### config.mk
export PLATFORM = sky130hd
export DESIGN_NAME = block_buffer_top
export DESIGN_NICKNAME = d
export VERILOG_FILES = /design/src/design/mcu_pkg.sv /design/src/design/mcu_ctrl.sv /design/src/design/bank_slot.sv /design/src/design/sample_writer.sv /design/src/design/prefix_engine.sv /design/src/design/block_reader.sv /design/src/design/block_buffer_top.sv
export SDC_FILE = /design/constraint.sdc
export NUM_CORES = 1
export LEC_CHECK = 0
export ABC_AREA = 1
export BUFFER_PORTS_ARGS = -buffer_cell sky130_fd_sc_hd__buf_2
export CAP_MARGIN = 30
export CORE_UTILIZATION = 55
export DETAILED_ROUTE_END_ITERATION = 16
export PLACE_DENSITY = 0.68
export SYNTH_ARGS = -nofsm -noshare
export SYNTH_HDL_FRONTEND = slang
export SYNTH_HIERARCHICAL = 1
export SYNTH_SLANG_ARGS = --single-unit
### constraint.sdc
create_clock -name clk -period 6.6 [get_ports clk]
set_input_delay 0.33 -clock clk [delete_from_list [all_inputs] [get_ports clk]]
set_output_delay 0.33 -clock clk [all_outputs]
set_load 0.01 [all_outputs]
### src/design/mcu_pkg.sv
package mcu_pkg;

    // banks that one PROC pass rewrites at the same time.
    localparam int N_PROC = 2;

    // two more banks let LOAD and OUT run on blocks that PROC does not own.
    localparam int N_BANKS = N_PROC + 2;

    localparam int SUB = N_PROC / 2 + 1;  // last value of the pass counter.

    localparam int BLOCK_LEN = 8;

    typedef logic [15:0] sample_t;
    typedef logic [$clog2(BLOCK_LEN)-1:0] addr_t;
    typedef logic [$clog2(N_BANKS)-1:0] bank_idx_t;
    typedef logic [N_BANKS-1:0] bank_mask_t;
    typedef logic [$clog2(SUB + 1)-1:0] pass_t;

    // encoded as {i_eop, i_sop}.
    typedef enum logic [1:0] {
        LOAD = 2'b00,
        PROC = 2'b01,
        OUT  = 2'b10,
        IDLE = 2'b11
    } phase_e;

    // one access to a bank, from the sample writer or the prefix engine.
    typedef struct packed {
        logic    we;
        addr_t   addr;
        sample_t wdata;
    } bank_port_s;

endpackage

### src/design/mcu_ctrl.sv
module mcu_ctrl import mcu_pkg::*; (
    input  logic       clk,
    input  logic       rst,
    input  logic       i_sop,
    input  logic       i_eop,
    input  logic       i_chblk,
    output phase_e     o_phase,
    output bank_mask_t o_we,
    output bank_idx_t  o_mem_select,
    output pass_t      o_pass
);

    phase_e     phase_in;
    phase_e     phase_q;
    phase_e     exp_phase;  // the phase whose first cycle steps a rotation.
    logic       chblk_q;
    logic       chblk_rise;
    logic       entry;
    bank_mask_t load_we;
    bank_mask_t proc_we;
    bank_idx_t  load_sel;
    bank_idx_t  out_sel;
    pass_t      pass;

    function automatic bank_idx_t next_bank(input bank_idx_t idx);
        return (idx == bank_idx_t'(N_BANKS - 1)) ? '0 : idx + 1'b1;
    endfunction

    function automatic phase_e next_phase(input phase_e ph);
        phase_e nxt;
        case (ph)
            LOAD:    nxt = PROC;
            PROC:    nxt = OUT;
            default: nxt = LOAD;
        endcase
        return nxt;
    endfunction

    assign phase_in   = phase_e'({i_eop, i_sop});
    assign chblk_rise = i_chblk && !chblk_q;
    assign entry      = (phase_in == exp_phase);

    // the rotations step on the same edge that o_phase takes the new value,
    // so the first cycle of a phase already sees the new banks.
    always_ff @(posedge clk) begin
        if (rst) begin
            phase_q   <= IDLE;
            exp_phase <= LOAD;
            chblk_q   <= 1'b0;
            load_we   <= bank_mask_t'(1) << (N_BANKS - 1);
            proc_we   <= {{N_PROC{1'b1}}, 2'b00};
            load_sel  <= bank_idx_t'(N_BANKS - 1);
            out_sel   <= bank_idx_t'(N_BANKS - 1);
            pass      <= pass_t'(SUB);
        end else begin
            phase_q <= phase_in;
            chblk_q <= i_chblk;
            case (phase_in)
                LOAD: begin
                    if (entry || chblk_rise) begin
                        load_we  <= {load_we[N_BANKS-2:0], load_we[N_BANKS-1]};
                        load_sel <= next_bank(load_sel);
                    end
                end
                PROC: begin
                    if (entry) begin
                        proc_we <= {proc_we[1:0], proc_we[N_BANKS-1:2]};  // next pair.
                        pass    <= (pass == pass_t'(SUB)) ? '0 : pass + 1'b1;
                    end
                end
                OUT: begin
                    if (entry || chblk_rise) begin
                        out_sel <= next_bank(out_sel);
                    end
                end
                default: begin
                end
            endcase
            if (entry) begin
                exp_phase <= next_phase(exp_phase);
            end
        end
    end

    always_comb begin
        o_we         = '0;
        o_mem_select = '0;
        case (phase_q)
            LOAD: begin
                o_we         = load_we;
                o_mem_select = load_sel;
            end
            PROC: begin
                o_we = proc_we;
            end
            OUT: begin
                o_mem_select = out_sel;  // banks are only read here.
            end
            default: begin
            end
        endcase
    end

    assign o_phase = phase_q;
    assign o_pass  = pass;

endmodule

### src/design/bank_slot.sv
module bank_slot import mcu_pkg::*; (
    input  logic       clk,
    input  phase_e     i_phase,
    input  logic       i_we,
    input  bank_port_s i_load_port,
    input  bank_port_s i_proc_port,
    input  addr_t      i_read_addr,
    output sample_t    o_rdata
);

    sample_t mem [BLOCK_LEN];
    logic    wr;
    addr_t   waddr;
    addr_t   raddr;
    sample_t wdata;

    always_comb begin
        wr    = 1'b0;
        waddr = i_load_port.addr;
        wdata = i_load_port.wdata;
        raddr = i_read_addr;
        case (i_phase)
            LOAD: begin
                wr = i_we && i_load_port.we;
            end
            PROC: begin
                wr    = i_we && i_proc_port.we;
                waddr = i_proc_port.addr;
                wdata = i_proc_port.wdata;
                // the engine names the word it writes, and reads one word ahead.
                raddr = i_proc_port.addr + addr_t'(1);
            end
            default: begin
            end
        endcase
    end

    always_ff @(posedge clk) begin
        if (wr) begin
            mem[waddr] <= wdata;
        end
        o_rdata <= mem[raddr];
    end

endmodule

### src/design/sample_writer.sv
module sample_writer import mcu_pkg::*; (
    input  logic       clk,
    input  logic       rst,
    input  phase_e     i_phase,
    input  logic       i_chblk,
    input  sample_t    i_data,
    output bank_port_s o_port
);

    addr_t addr;
    logic  chblk_q;
    logic  restart;

    // a new block starts at word 0, both on entry to LOAD and after i_chblk rises.
    assign restart = (i_phase != LOAD) || (i_chblk && !chblk_q);

    always_ff @(posedge clk) begin
        if (rst) begin
            addr    <= '0;
            chblk_q <= 1'b0;
        end else begin
            chblk_q <= i_chblk;
            if (restart) begin
                addr <= '0;
            end else begin
                addr <= addr + 1'b1;
            end
        end
    end

    // every LOAD cycle stores one sample.
    // the controller's one-hot enable picks the bank.
    always_comb begin
        o_port.we    = (i_phase == LOAD);
        o_port.addr  = addr;
        o_port.wdata = i_data;
    end

endmodule

### src/design/prefix_engine.sv
module prefix_engine import mcu_pkg::*; (
    input  logic                        clk,
    input  logic                        rst,
    input  phase_e                      i_phase,
    input  sample_t    [N_BANKS-1:0]    i_rdata,
    output bank_port_s [N_BANKS-1:0]    o_port,
    output logic                        o_proc_done
);

    logic [$clog2(BLOCK_LEN + 1)-1:0] step;
    sample_t [N_BANKS-1:0]            acc;
    sample_t [N_BANKS-1:0]            sum;
    logic                             wr;
    addr_t                            waddr;

    // step 0 only reads word 0. Step k writes word k-1 and reads word k.
    assign wr    = (i_phase == PROC) && (step != '0) && !o_proc_done;
    assign waddr = addr_t'(step - 1'b1);

    always_ff @(posedge clk) begin
        if (rst || (i_phase != PROC)) begin
            step        <= '0;
            o_proc_done <= 1'b0;
        end else begin
            if (step != BLOCK_LEN) begin
                step <= step + 1'b1;
            end
            o_proc_done <= o_proc_done || (step == BLOCK_LEN);  // held to the end of PROC.
        end
    end

    // every bank keeps its own running sum.
    // the controller's mask decides which of them are written back.
    always_ff @(posedge clk) begin
        for (int b = 0; b < N_BANKS; b++) begin
            if (i_phase != PROC) begin
                acc[b] <= '0;
            end else if (wr) begin
                acc[b] <= sum[b];
            end
        end
    end

    always_comb begin
        for (int b = 0; b < N_BANKS; b++) begin
            sum[b]          = acc[b] + i_rdata[b];  // wraps on overflow.
            o_port[b].we    = wr;
            o_port[b].addr  = waddr;
            o_port[b].wdata = sum[b];
        end
    end

endmodule

### src/design/block_reader.sv
module block_reader import mcu_pkg::*; (
    input  logic                  clk,
    input  logic                  rst,
    input  phase_e                i_phase,
    input  logic                  i_chblk,
    input  bank_idx_t             i_mem_select,
    input  sample_t [N_BANKS-1:0] i_rdata,
    output addr_t                 o_read_addr,
    output sample_t               o_data,
    output logic                  o_valid
);

    addr_t     addr;
    logic      active;   // high while the block still has words to issue.
    logic      chblk_q;
    logic      chblk_rise;
    bank_idx_t sel_q;

    assign chblk_rise = i_chblk && !chblk_q;

    always_ff @(posedge clk) begin
        if (rst) begin
            addr    <= '0;
            active  <= 1'b1;
            chblk_q <= 1'b0;
            o_valid <= 1'b0;
        end else begin
            chblk_q <= i_chblk;
            o_valid <= (i_phase == OUT) && active;
            if ((i_phase != OUT) || chblk_rise) begin
                addr   <= '0;
                active <= 1'b1;
            end else if (active) begin
                addr <= addr + 1'b1;
                if (addr == addr_t'(BLOCK_LEN - 1)) begin
                    active <= 1'b0;
                end
            end
        end
    end

    // the bank answers one cycle later, so the select is delayed to match.
    always_ff @(posedge clk) begin
        sel_q <= i_mem_select;
    end

    assign o_read_addr = addr;
    assign o_data      = i_rdata[sel_q];

endmodule

### src/design/block_buffer_top.sv
module block_buffer_top import mcu_pkg::*; (
    input  logic    clk,
    input  logic    rst,
    input  logic    i_sop,
    input  logic    i_eop,
    input  logic    i_chblk,
    input  sample_t i_data,
    output sample_t o_data,
    output logic    o_valid,
    output logic    o_proc_done,
    output pass_t   o_pass
);

    phase_e                      phase;
    bank_mask_t                  we_mask;
    bank_idx_t                   mem_select;
    bank_port_s                  load_port;
    bank_port_s [N_BANKS-1:0]    proc_port;
    addr_t                       read_addr;
    sample_t    [N_BANKS-1:0]    rdata;

    mcu_ctrl u_ctrl (
        .clk          (clk),
        .rst          (rst),
        .i_sop        (i_sop),
        .i_eop        (i_eop),
        .i_chblk      (i_chblk),
        .o_phase      (phase),
        .o_we         (we_mask),
        .o_mem_select (mem_select),
        .o_pass       (o_pass)
    );

    sample_writer u_writer (
        .clk     (clk),
        .rst     (rst),
        .i_phase (phase),
        .i_chblk (i_chblk),
        .i_data  (i_data),
        .o_port  (load_port)
    );

    prefix_engine u_engine (
        .clk         (clk),
        .rst         (rst),
        .i_phase     (phase),
        .i_rdata     (rdata),
        .o_port      (proc_port),
        .o_proc_done (o_proc_done)
    );

    block_reader u_reader (
        .clk          (clk),
        .rst          (rst),
        .i_phase      (phase),
        .i_chblk      (i_chblk),
        .i_mem_select (mem_select),
        .i_rdata      (rdata),
        .o_read_addr  (read_addr),
        .o_data       (o_data),
        .o_valid      (o_valid)
    );

    // each bank writes only while its bit of the controller's mask is set.
    for (genvar b = 0; b < N_BANKS; b++) begin : g_bank
        bank_slot u_slot (
            .clk         (clk),
            .i_phase     (phase),
            .i_we        (we_mask[b]),
            .i_load_port (load_port),
            .i_proc_port (proc_port[b]),
            .i_read_addr (read_addr),
            .o_rdata     (rdata[b])
        );
    end

endmodule

After elaboration in Yosys (flattened, before gate mapping)
Memory sizes are Yosys's and may differ from the RTL's. A register that Yosys moved wholly into a read port is not among the register bits.
Cells that the tools add are included.
- $add $sub $neg: 12
- $lt $le $gt $ge: 1
- eq/ne operators: 14
- muxes and demuxes: 28
- reduce and logical (&&, ||, !) cells: 29
- operators by type and width (operator ; count):
    16-bit two-way mux ; 5
    16-bit adder ; 4
    16-bit binary-select mux with 2-bit select ; 1
    1-bit logical AND ; 12
    2-bit == test (second input constant) ; 5
    1-bit two-way mux ; 10
    3-bit by 1-bit adder with 3-bit output (second input constant) ; 3
    1-bit case mux with 2 select lines ; 4
    2-bit case mux with 2 select lines ; 2
    4-bit case mux with 2 select lines ; 1
    2-bit by 1-bit adder with 2-bit output (second input constant) ; 3
    2-bit by 1-bit == test with 1-bit output (second input constant) ; 3
    2-bit logical NOT ; 3
    2-bit two-way mux ; 3
    3-bit two-way mux ; 2
    2-bit AND reduction ; 3
    1-bit logical OR ; 5
    4-bit by 1-bit adder with 4-bit output (second input constant) ; 1
    4-bit == test (second input constant) ; 1
    4-bit != test (second input constant) ; 1
    4-bit nonzero test ; 1
    2-bit OR reduction ; 2
    3-bit == test (second input constant) ; 1
    2-bit by 3-bit less-than comparator with 1-bit output (second input constant) ; 1
    other kinds (6) ; 7
- bits in registers: 98
- RAM bits: 512
- input bits: 21
- output and inout bits: 20
- logic and storage cells: 107
- memories kept: 4
- memory list (name ; depth ; width ; rd ports ; clocked after memory_dff ; wr ports ; RTL line ; text):
    g_bank[0].u_slot.mem ; 8 ; 16 ; 1 ; 1 ; 1 ; bank_slot.sv:11 ; sample_t mem [BLOCK_LEN];
    g_bank[1].u_slot.mem ; 8 ; 16 ; 1 ; 1 ; 1 ; bank_slot.sv:11 ;
    g_bank[2].u_slot.mem ; 8 ; 16 ; 1 ; 1 ; 1 ; bank_slot.sv:11 ;
    g_bank[3].u_slot.mem ; 8 ; 16 ; 1 ; 1 ; 1 ; bank_slot.sv:11 ;

Logic depth before layout (Yosys ltp)
Gate-level depths: netlist of run 1.
- word-level depth: 7
- mapped depth: 12
- gate-level depth less buffers: 12

Modules after synthesis
The synthesis of run 1 kept the hierarchy.
- by module, submodules not included (module ; times used ; cells each ; area an instance (µm²) ; seq. area each (µm²)):
    bank_slot (g_bank[0].u_slot ...) ; 3 ; 668 ; 6372.4 ; 4164.0
    bank_slot (g_bank[3].u_slot) ; 1 ; 668 ; 6388.6 ; 4164.0
    prefix_engine ; 1 ; 1029 ; 6211.0 ; 1381.3
    block_reader ; 1 ; 227 ; 1112.3 ; 160.2
    mcu_ctrl ; 1 ; 119 ; 868.3 ; 380.4
    sample_writer ; 1 ; 37 ; 281.5 ; 80.1

Worst setup path after synthesis of run 1
No wires, ideal clock.
- path kind: register -> register
- from: reg u_ctrl.phase_q[0] (netlist: u_ctrl/o_phase[0])
- to: mem g_bank[0].u_slot/mem[0][0] (netlist name) (enable)
- setup time: 0.388 ns
- data arrival time: 2.706 ns
- data required time: 6.212 ns
- path slack: 3.505 ns
- stages on the path, launching flop included: 11
- path buffers: 3
- period minus slack after synthesis: 3.095 ns
- path through: dfxtp_1 inv_1 or2_4 nor3_4 buf_4 buf_4 buf_4 nor2_1 nor2_1 nand3_1 nor2_1
- longest elaborated chain between the ends: 7
- elaborated cells on any way between the ends: 11
- those cells by class: 1 x eq/ne; 5 x mux; 5 x reduce/logical
- ends and longest elaborated chain (what ; RTL line ; text):
    start, declared ; mcu_ctrl.sv:14 ; phase_e phase_q;
    start signal, assigned ; mcu_ctrl.sv:56 ; phase_q <= phase_in;
    2-bit by 1-bit == test with 1-bit output ; prefix_engine.sv:17 ; assign wr = (i_phase == PROC) && (step != '0) && !o_proc_done;
    1-bit logical AND (2 in series) ; prefix_engine.sv:17 ;
    via u_engine.wr ; prefix_engine.sv:13 ; logic wr;
    1-bit logical AND ; bank_slot.sv:27 ; wr = i_we && i_proc_port.we;
    1-bit case mux with 2 select lines ; bank_slot.sv:22 ; case (i_phase)
    1-bit two-way mux ; bank_slot.sv:39 ; if (wr) begin
    1-bit two-way mux (not written as such) ; bank_slot.sv:40 ; mem[waddr] <= wdata;
    end, declared ; bank_slot.sv:11 ;
The timed path passes the listed nets, and every way through them passes these cells.

==> out/results.txt, run 1 <==
Outcome: finished, final reports clean
Core ar.: 60700 µm²
Critical path buffers and inverters: 3
Simple-Gate Fraction of Synth Area: 27.87%
First-pass GRT wire length: 130.8 mm
Row count: 90
R2r startpoint: u_ctrl/o_phase[0]
Fin crit period: 3.867 ns
Syn nets: 4180
Drc violations: 0
Routed WL: 83.45 mm
DP Cell Count: 4765
Fin crit share: 58.59%
Post-layout instance area: 36960 µm²
Post-Synth XOR/XNOR Area: 1.005%
Reg-to-Reg End: g_bank[2].u_slot/mem[4][7]
Main combinational cell family by area after synthesis: simple AND/OR/NAND/NOR gates
RSZ-0062 raised after global routing: no
Routed met1 length: 35.65 mm
Syn. warnings: 6
CTS Buf Count: 74
Crit. Startpoint: u_ctrl/o_phase[0]
Critical Path Max Stage Delay: 0.97 ns
Setup crit start kind: flip-flop
Worst-path cell chain: inv_1 > or2_4 > nor3_4 > buf_4 > nor2_1 > nor2_1 > nand3_1 > nor2_1 > buf_4
Slew Viols, Final: 0
Top Layer Used: met4
R2R depth: 9
Static leakage: 18.10 nW
Grt ovf: 0
Initial antenna violation count: 1
CP endpoint kind: flip-flop
CP Class: flip-flop to flip-flop
CTS Root Cell: clkbuf_16
Clk_lat worst skew: 0.62 ns
Hold Path Depth: 2
Multi-input gate area in the final layout: 11340 µm²
DR WL/cell: 17.01 µm
Antenna cell count: 0
Most frequent CP cell: nor2_1
Gpl congestion: 0.9300
Synthesized area: 33980 µm²
Clk pin slew, worst setup/hold paths: 0.06 ns
Worst path depth: 9
Gate Count Post-Synth: 4084
WP data arrival: 4.19 ns
Vias per cell: 5.241
Final setup violation count: 0
Via count: 25710
H-tree levels: 3
Seq/Total Area, Yosys: 54.91%
Share of layout cells above drive strength 1: 6.476%
Full die area: 62780 µm²
Input/output buffers: 40
DR pass1 iterations: 6
Drt initial violations: 2392
Post-synthesis compound-gate area fraction: 1.443%
Max_cap viols: 0
Clock Sinks: 676
Layout Nets: 4160
Overall routing resource usage: 26.91%
Final worst setup slack: 2.733 ns
Adder-Cell Fraction of Synth Area: 2.850%
Starting Density: 55.98%
Final antenna-violating net count: 0
Fin cells: 4905
Flop2flop setup slack: 2.73 ns
VDD IR-drop max: 0.2029 mV
Critical Path RT: 6.92 ns
Synth-to-Final Area Change: 8.760%
Register Area: 18660 µm²
Worst hold path class: primary input to flip-flop
I/O pin cnt: 41
Fin. Hold Viols: 0
WL met2: 38.65 mm
DP Worst Slack: 2.715 ns
Pin count of the biggest net entering global routing: 68
Synth unique cells: 35
Deepest clock path buffer count: 3
Crit-path slowest cell: dfxtp_1
Mux contribution to synthesized area: 0%
Rel. slew slack: 33.59%
Vert. Die Dim: 250.6 µm
Number of global-route vias before repair: 23670
Clock skew: 0.01728 ns
Met3 wire len: 6.984 mm
Total power: 9.724 mW
Cell Area, Placed: 34510 µm²
Setup tns final: 0 ns
Min Hold Slack: 0.03285 ns
Synthesized area per cell: 8.320 µm²
Final Util: 60.89%
Slew @ Worst Pin: 0.9948 ns
Post-DP HPWL: 53.61 mm
CP top delay family: simple AND/OR/NAND/NOR gates
Fmax: 258.6 MHz
Number of synthesized register bits: 676
Crit path max fanout: 46
Worst setup path end: g_bank[2].u_slot/mem[4][7]
Fillers: 5254
PD cells: 263.1 nW/µm²
Die W: 250.6 µm
CTS tree: done
==> kinds of logic after synthesis <==
family | count (synthesis)
flops | 676
compound gates | 88
simple gates | 2230
xor+xnor | 39
fa+ha+maj | 75
buf+inv | 976
==> worst reg2reg max path: stages (launching register included) <==
cell     delay (ns)
dfxtp_1        0.97
inv_1          0.10
or2_4          0.29
nor3_4         0.17
buf_4          0.48
nor2_1         0.11
nor2_1         0.16
nand3_1        0.18
nor2_1         0.77
buf_4          0.33
==> Yosys cell counts (all sizes together) <==
cell type,count,share of area (%)
edfxtp,512,45
nor2,113,1.3
o211ai,5,0.11
and2,28,0.52
nand2,1357,15
o21a,1,0.022
xnor2,10,0.26
inv,792,8.8
nand3b,9,0.20
nand3,701,10
o211a,1,0.029
o21ai,37,0.63
dfxtp,164,9.7
nor3,15,0.25
fa,4,0.24
ha,71,2.6
a21oi,44,0.65
buf,174,3.0
clkbuf,10,0.11
xor2,29,0.75
or2,7,0.14
==> routing by layer <==
metal / vias to the layer above / global-route usage [%]
met5: - / 0
met4: 0 / 8.834
met3: 143 / 5.248
met2: 890 / 43.21
met1: 11890 / 36.68
li1: 12790 / -
==> sequential cells by signal, summed over array words and instances (netlist names), 2 cells and up <==
| register | flops |
|---|---|
| u_ctrl/load_we | 4 |
| u_engine/acc | 64 |
| g_bank.u_slot/o_rdata | 64 |
| u_engine/step | 4 |
| u_ctrl/exp_phase | 2 |
| u_reader/o_read_addr | 3 |
| u_ctrl/out_sel | 2 |
| u_writer/addr | 3 |
| u_reader/sel_q | 2 |
| u_ctrl/proc_we | 4 |
| g_bank.u_slot/mem | 512 |
| u_ctrl/load_sel | 2 |
| u_ctrl/o_pass | 2 |
| u_ctrl/o_phase | 2 |
==> power breakdown <==
group / switching (mW) / internal [mW]
sequential: 0.0707 / 4.67
combinational: 0.672 / 0.260
clock: 1.67 / 2.38
total: 2.41 / 7.32
==> area by class of cell <==
class                      count  area share (%)
sequential                   676           50.49
multi-input combinational   2432           30.69
inverter                     792           8.058
clock buffer                 112           5.932
tap                          782           2.648
timing repair buffer          88           1.632
clock inverter                23          0.5519
==> what timing repair did <==
| action | 4_1_cts | 5_1_grt |
|---|---|---|
| resized for setup | 0 | 0 |
| setup buffers | 0 | 0 |
| hold endpoints to repair | 6 | 0 |
| hold buffers | 3 | 0 |
==> cell usage in the layout (no fill, tap or decap), types with 10 or more instances in the layout <==
| cell type | count |
|---|---|
| and2_1 | 28 |
| o21ai_0 | 29 |
| nor2_2 | 20 |
| xnor2_1 | 10 |
| buf_4 | 40 |
| clkbuf_16 | 79 |
| clkbuf_1 | 23 |
| nor2_1 | 92 |
| nor3_1 | 14 |
| xor2_1 | 29 |
| nand3_1 | 696 |
| inv_1 | 775 |
| nand2_1 | 1338 |
| a21oi_1 | 44 |
| buf_2 | 40 |
| edfxtp_1 | 512 |
| dfxtp_1 | 164 |
| nand2_2 | 17 |
| ha_1 | 71 |
| inv_2 | 15 |
==> worst min-delay path by stage <==
stage                          endpoint               from  slack (ns)
floorplan           u_ctrl/exp_phase[1]                rst        0.40
global placement      u_ctrl/load_we[3]  u_ctrl/load_we[3]        0.44
detailed placement     u_engine/acc[20]   u_engine/acc[20]        0.46
CTS                      u_ctrl/chblk_q                rst      0.0004
global route           u_writer/chblk_q                rst        0.03
finish                   u_ctrl/chblk_q                rst        0.03
Power figures use the tool's default switching activity.
==> inputs of run 2 (changes only) <==
--- a/config.mk
+++ b/config.mk
@@ -5,7 +5,7 @@
 export SDC_FILE = /design/constraint.sdc
 export NUM_CORES = 1
 export LEC_CHECK = 0
-export ABC_AREA = 1
+export ABC_AREA = 0
 export BUFFER_PORTS_ARGS = -buffer_cell sky130_fd_sc_hd__buf_2
 export CAP_MARGIN = 30
 export CORE_UTILIZATION = 55
==> constraint.sdc (replaced) <==
create_clock -name clk -period 3.6 [get_ports clk]
set_input_delay 0.18 -clock clk [delete_from_list [all_inputs] [get_ports clk]]
set_output_delay 0.18 -clock clk [all_outputs]
set_load 0.01 [all_outputs]
==> out/results.txt, run 2 <==
Fmax: 333.4 MHz
Crit-path slowest cell: fa_1
Synth-to-Final Area Change: 10.35%
Min Hold Slack: 0.2199 ns
Die W: 237.6 µm
Leading cell type in the layout, fill and taps excluded: edfxtp_1
Final antenna-violating net count: 0
CP top delay family: compound AO/OA/AOI/OAI gates
Final Util: 61.97%
Synthesized area: 30520 µm²
Core ar.: 54350 µm²
Share of layout cells above drive strength 1: 18.31%
Layout Nets: 2469
Critical path buffers and inverters: 0
Most frequent CP cell: nand2_1
VDD IR-drop max: 0.5999 mV
Setup tns final: 0 ns
Final setup violation count: 0
Slew @ Worst Pin: 1.031 ns
Hold Path Depth: 3
Fin crit share: 83.32%
Most flops, register: g_bank.u_slot/mem
Pin count of the biggest net entering global routing: 68
Critical Path RT: 3.90 ns
R2r startpoint: g_bank[2].u_slot/o_rdata[0]
Clock skew: 0.02794 ns
First-pass GRT wire length: 113.2 mm
Initial antenna violation count: 1
Crit. Startpoint: g_bank[2].u_slot/o_rdata[0]
WP data arrival: 3.30 ns
Post-cts gate resize count: 0
CTS Buf Count: 70
Outcome: finished, final reports clean
EDFF count, synth: 512
Synth unique cells: 91
Top cells by area, synth: edfxtp_1, dfxtp_1, mux2_2
Drt initial violations: 1604
Critical Path Max Stage Delay: 0.43 ns
Final worst setup slack: 0.6004 ns
Clk pin slew, worst setup/hold paths: 0.06 ns
DR WL/cell: 23.78 µm
Worst-path cell chain: ha_1 > fa_1 > a21o_1 > a21oi_1 > nor2_1 > o31a_1 > o22ai_2 > o21ai_0 > xor2_1 > nand2_1 > nand2_1
Deepest clock path buffer count: 3
Fin. Hold Viols: 0
Gate Count Post-Synth: 2310
H-tree levels: 3
Commonest non-fill, non-tap cells in the layout: edfxtp_1, nand2_1, mux2i_1, dfxtp_1, mux2_2
CP Class: flip-flop to flip-flop
Slew Viols, Final: 0
Rel. slew slack: 30.77%
Worst hold path class: primary input to flip-flop
Flop2flop setup slack: 0.60 ns
Synthesized area per cell: 13.21 µm²
Cell taking the most area after synthesis: edfxtp_1
Drc violations: 0
Max_cap viols: 0
CTS Root Cell: clkbuf_16
Clock Sinks: 676
Commonest cells in the synthesized netlist: edfxtp_1, nand2_1, mux2i_1
Hold Path End: g_bank[0].u_slot/mem[7][0]
Syn nets: 2406
Biggest regs: g_bank.u_slot/mem (512), g_bank.u_slot/o_rdata (64), u_engine/acc (64)
CTS tree: done
Fin crit period: 3.000 ns
Grt ovf: 0
Hold Path Origin: i_data[0]
Number of synthesized register bits: 676
Setup crit start kind: flip-flop
CP endpoint kind: flip-flop
Clk_lat worst skew: 0.62 ns
Row count: 85
Max FFs per register: 512
Yosys top cell area share: 50.38%
DP Worst Slack: 0.7303 ns
R2R depth: 11
Vias per cell: 5.909
Static leakage: 13.04 nW
Via count: 18730
Syn. warnings: 6
Full die area: 56430 µm²
Reg-to-Reg End: g_bank[2].u_slot/mem[3][14]
PD cells: 503.1 nW/µm²
Crit path max fanout: 8
Routed WL: 75.39 mm
Post-DP HPWL: 48.32 mm
Fillers: 4149
Number of global-route vias before repair: 18440
Predominant post-synthesis flop cell: edfxtp_1
Overall routing resource usage: 27.06%
Input/output buffers: 40
RSZ-0062 raised after global routing: no
Async S/R FF share, synth: 0%
Starting Density: 56.16%
DR pass1 iterations: 5
I/O pin cnt: 41
Vert. Die Dim: 237.6 µm
Most frequent cell after synthesis: edfxtp_1
Seq/Total Area, Yosys: 61.14%
Gpl congestion: 0.9197
==> run 2: cell types whose count changed in the layout (fill, tap and decap cells not counted), sizes merged, moves of 21 or more <==
cell,before,now
nand3,701,20
buf,85,115
a21o,0,21
mux2,0,163
mux2i,0,174
a21oi,44,91
xnor2,10,41
o22ai,0,50
inv,794,33
a211oi,0,55
nand2,1357,340
and2,28,6
nor2,113,142
==> run 2: where the power goes <==
| part | switching (mW) | total [mW] | leakage (nW) | internal (mW) |
|---|---|---|---|---|
| logic | 0.805 | 1.29 | 6.00 | 0.481 |
| clock network | 3.01 | 6.99 | 1.08 | 3.98 |
| registers | 0.145 | 8.67 | 5.96 | 8.53 |
==> run 2: metrics by stage <==
| stage | instances | cell area (µm²) | power [mW] |
|---|---|---|---|
| 6_report | 3170 | 33680 | 16.94 |
| 5_1_grt | 3169 | 33670 | 17.44 |
| 4_1_cts | 3169 | 33670 | 17.05 |
| 3_5_place_dp | 3034 | 31400 | 10.09 |
| 3_3_place_gp | 3034 | 31400 | 10.06 |
| 2_1_floorplan | 2310 | 30520 | 9.687 |
==> run 2: worst max path at each step <==
stage                             endpoint  slack, ns  cells after the start
2_1_floorplan   g_bank[0].u_slot/mem[4][0]       0.31                     13
3_3_place_gp   g_bank[2].u_slot/o_rdata[1]       0.76                      9
3_5_place_dp   g_bank[2].u_slot/mem[3][14]       0.73                     11
4_1_cts        g_bank[2].u_slot/mem[3][14]       0.68                     11
5_1_grt        g_bank[2].u_slot/mem[2][14]       0.44                     11
6_report       g_bank[2].u_slot/mem[3][14]       0.60                     11
==> run 2: area by class of cell <==
class / count / area, µm² / area share [%]
inverters: 31 / 116.4 / 0.3455
clock inverters: 35 / 302.8 / 0.8991
multi-input cells: 1473 / 10850 / 32.22
repair buffers: 121 / 910.9 / 2.705
well taps: 739 / 924.6 / 2.746
flip-flops and latches: 676 / 18660 / 55.40
clock buffers: 94 / 1912 / 5.677
diodes: 1 / 2.502 / 0.007431
==> run 2: routing by layer <==
metal  vias to the layer above  part of all wire [%]  GRT usage (%)  wire length, µm
li1                       8677                     -              -                -
met1                      9256                    44          37.28            32840
met2                       632                    46          42.58            34660
met3                       167                   6.2          4.250             4682
met4                         0                   4.2          12.02             3195
met5                         -                     0              0                0
==> run 2: logic make-up (layout without fill, tap and decap cells) <==
logic type / after synthesis / in the layout / synth area share [%]
AO/OA/AOI/OAI: 340 / 340 / 8.011
buffers and inverters: 161 / 281 / 3.419
adder cells (fa/ha/maj): 75 / 75 / 3.173
XOR/XNOR: 67 / 67 / 1.968
multiplexers: 353 / 353 / 13.02
flip-flops: 676 / 676 / 61.14
AND/OR/NAND/NOR: 638 / 638 / 9.274
other: 0 / 1 / 0
==> run 2: what timing repair did <==
item / CTS / global route
buffers inserted: 0 / 0
hold buffers: 6 / 0
endpoints found under the hold margin: 11 / 0
==> run 2: tightest hold or removal path, stage by stage <==
cell and delay, ns:
buf_2 0.17, nand2_1 0.08, nand2_1 0.17
==> inputs of run 3 (changes only) <==
==> constraint.sdc (replaced) <==
create_clock -name clk -period 2.8 [get_ports clk]
set_input_delay 0.14 -clock clk [delete_from_list [all_inputs] [get_ports clk]]
set_output_delay 0.14 -clock clk [all_outputs]
set_load 0.01 [all_outputs]
==> out/results.txt, run 3 (same netlist as run 2, synthesis figures left out) <==
Outcome: finished, final reports clean
Biggest regs: g_bank.u_slot/mem (512), g_bank.u_slot/o_rdata (64), u_engine/acc (64)
Crit-path slowest cell: dfxtp_1
Max_cap viols: 0
CP endpoint kind: flip-flop
Pin count of the biggest net entering global routing: 61
RSZ-0062 raised after global routing: no
Gpl congestion: 0.9458
Row count: 85
Via count: 18980
Commonest non-fill, non-tap cells in the layout: edfxtp_1, nand2_1, mux2i_1, dfxtp_1, mux2_2
Fin crit period: 2.718 ns
Full die area: 56430 µm²
Final antenna-violating net count: 0
DR WL/cell: 23.96 µm
Share of layout cells above drive strength 1: 21.27%
Drc violations: 0
Clk pin slew, worst setup/hold paths: 0.06 ns
Clock skew: 0.02064 ns
Most flops, register: g_bank.u_slot/mem
Static leakage: 13.36 nW
Overall routing resource usage: 27.73%
Min Hold Slack: 0.1548 ns
Most frequent CP cell: nand2_1
Setup crit start kind: flip-flop
Routed met1 length: 33.04 mm
Rel. slew slack: 44.83%
Die W: 237.6 µm
Worst-path cell chain: ha_1 > a21o_1 > a21oi_1 > nor2b_1 > o41ai_1 > o2bb2ai_1 > nor2_1 > xnor3_1 > nand2_1 > nand2_1
Routed WL: 76.78 mm
CTS tree: done
Fmax: 367.9 MHz
Met3 wire len: 4.775 mm
I/O pin cnt: 41
Vert. Die Dim: 237.6 µm
First-pass GRT wire length: 115.4 mm
Starting Density: 56.16%
CP Class: flip-flop to flip-flop
Setup tns final: 0 ns
CTS Root Cell: clkbuf_16
Hold Path Depth: 3
Synth-to-Final Area Change: 13.95%
DR pass1 iterations: 5
PD cells: 623.5 nW/µm²
Initial antenna violation count: 3
DP Cell Count: 3069
Deepest clock path buffer count: 3
Number of global-route vias before repair: 18810
Leading cell type in the layout, fill and taps excluded: edfxtp_1
Vias per cell: 5.923
Final worst setup slack: 0.08166 ns
Crit path max fanout: 8
Input/output buffers: 40
Critical Path Max Stage Delay: 0.48 ns
Grt ovf: 0
H-tree levels: 3
Max FFs per register: 512
Total power: 21.68 mW
Layout Nets: 2505
VDD IR-drop max: 0.5709 mV
Core ar.: 54350 µm²
R2R depth: 10
WL met2: 36.25 mm
Clk_lat worst skew: 0.62 ns
Worst hold path class: primary input to flip-flop
WP data arrival: 3.02 ns
Slew @ Worst Pin: 0.8275 ns
Final setup violation count: 0
DP Worst Slack: 0.09827 ns
Slew Viols, Final: 0
CTS Buf Count: 69
Top Layer Used: met5
Fin. Hold Viols: 0
Clock Sinks: 676
Post-DP HPWL: 50.74 mm
Fin cells: 3204
Critical Path RT: 3.10 ns
Drt initial violations: 1566
Fin crit share: 97.08%
## run 3: changes by cell type in the layout (fill, tap and decap cells not counted), sizes merged
cell	delta
clkinvlp	+1
bufinv	-1
buf	+37
inv	-1
clkinv	-4
clkbuf	+2
## run 3: layout make-up
| cell class | instances | area, µm² |
|---|---|---|
| Fill cell | 4035 | 19570 |
| Sequential cell | 676 | 18660 |
| Multi-Input combinational cell | 1473 | 11140 |
| Clock buffer | 96 | 1931 |
| Timing Repair Buffer | 158 | 1777 |
| Tap cell | 739 | 924.6 |
| Clock inverter | 30 | 227.7 |
| Inverter | 31 | 120.1 |
| Antenna cell | 1 | 2.502 |
## run 3: timing repair
| item | in CTS | in global routing |
|---|---|---|
| setup endpoints to repair | 0 | 247 |
| endpoints found under the hold margin | 12 | 0 |
| setup buffers | 0 | 2 |
| hold buffers | 6 | 0 |
| resized for setup | 0 | 12 |
## run 3: power by group
group	internal, mW	total, mW	switching (mW)
Clock	5.03	8.79	3.77
Sequential	11.0	11.1	0.158
Combinational	0.663	1.77	1.11
## run 3: routing by layer
layer  GRT usage (%)  up-vias
li1                -     8737
met1           37.30     9528
met2           45.25      563
met3           4.936      146
met4           10.07        2
met5               0        -
## run 3: worst paths after layout
kind	from	end	slack, ns
worst max-delay path	g_bank[1].u_slot/o_rdata[8]	g_bank[1].u_slot/mem[4][15]	0.08
worst min-delay path	i_data[0]	g_bank[3].u_slot/mem[5][0]	0.15
worst max register to register	g_bank[1].u_slot/o_rdata[8]	g_bank[1].u_slot/mem[4][15]	0.08
worst min register to register	u_engine/acc[23]	u_engine/acc[23]	0.46
## run 3: through the flow
| stage | util, % | instance area (µm²) |
|---|---|---|
| detailed placement | 59.74 | 32460 |
| finish | 63.99 | 34780 |
| floorplan | - | 30760 |
| global placement | 59.74 | 32460 |
| global route | 63.99 | 34770 |
| CTS | 63.82 | 34680 |
## run 3: critical path, delay by kind of cell, from the launching register on
family	cells	cell delay (ns)
AOI/OAI and AO/OA	4	0.90
xor gates and xnor gates	1	0.21
adders and majority gates	1	0.34
DFF	1	0.48
and+or+nand+nor	4	0.47
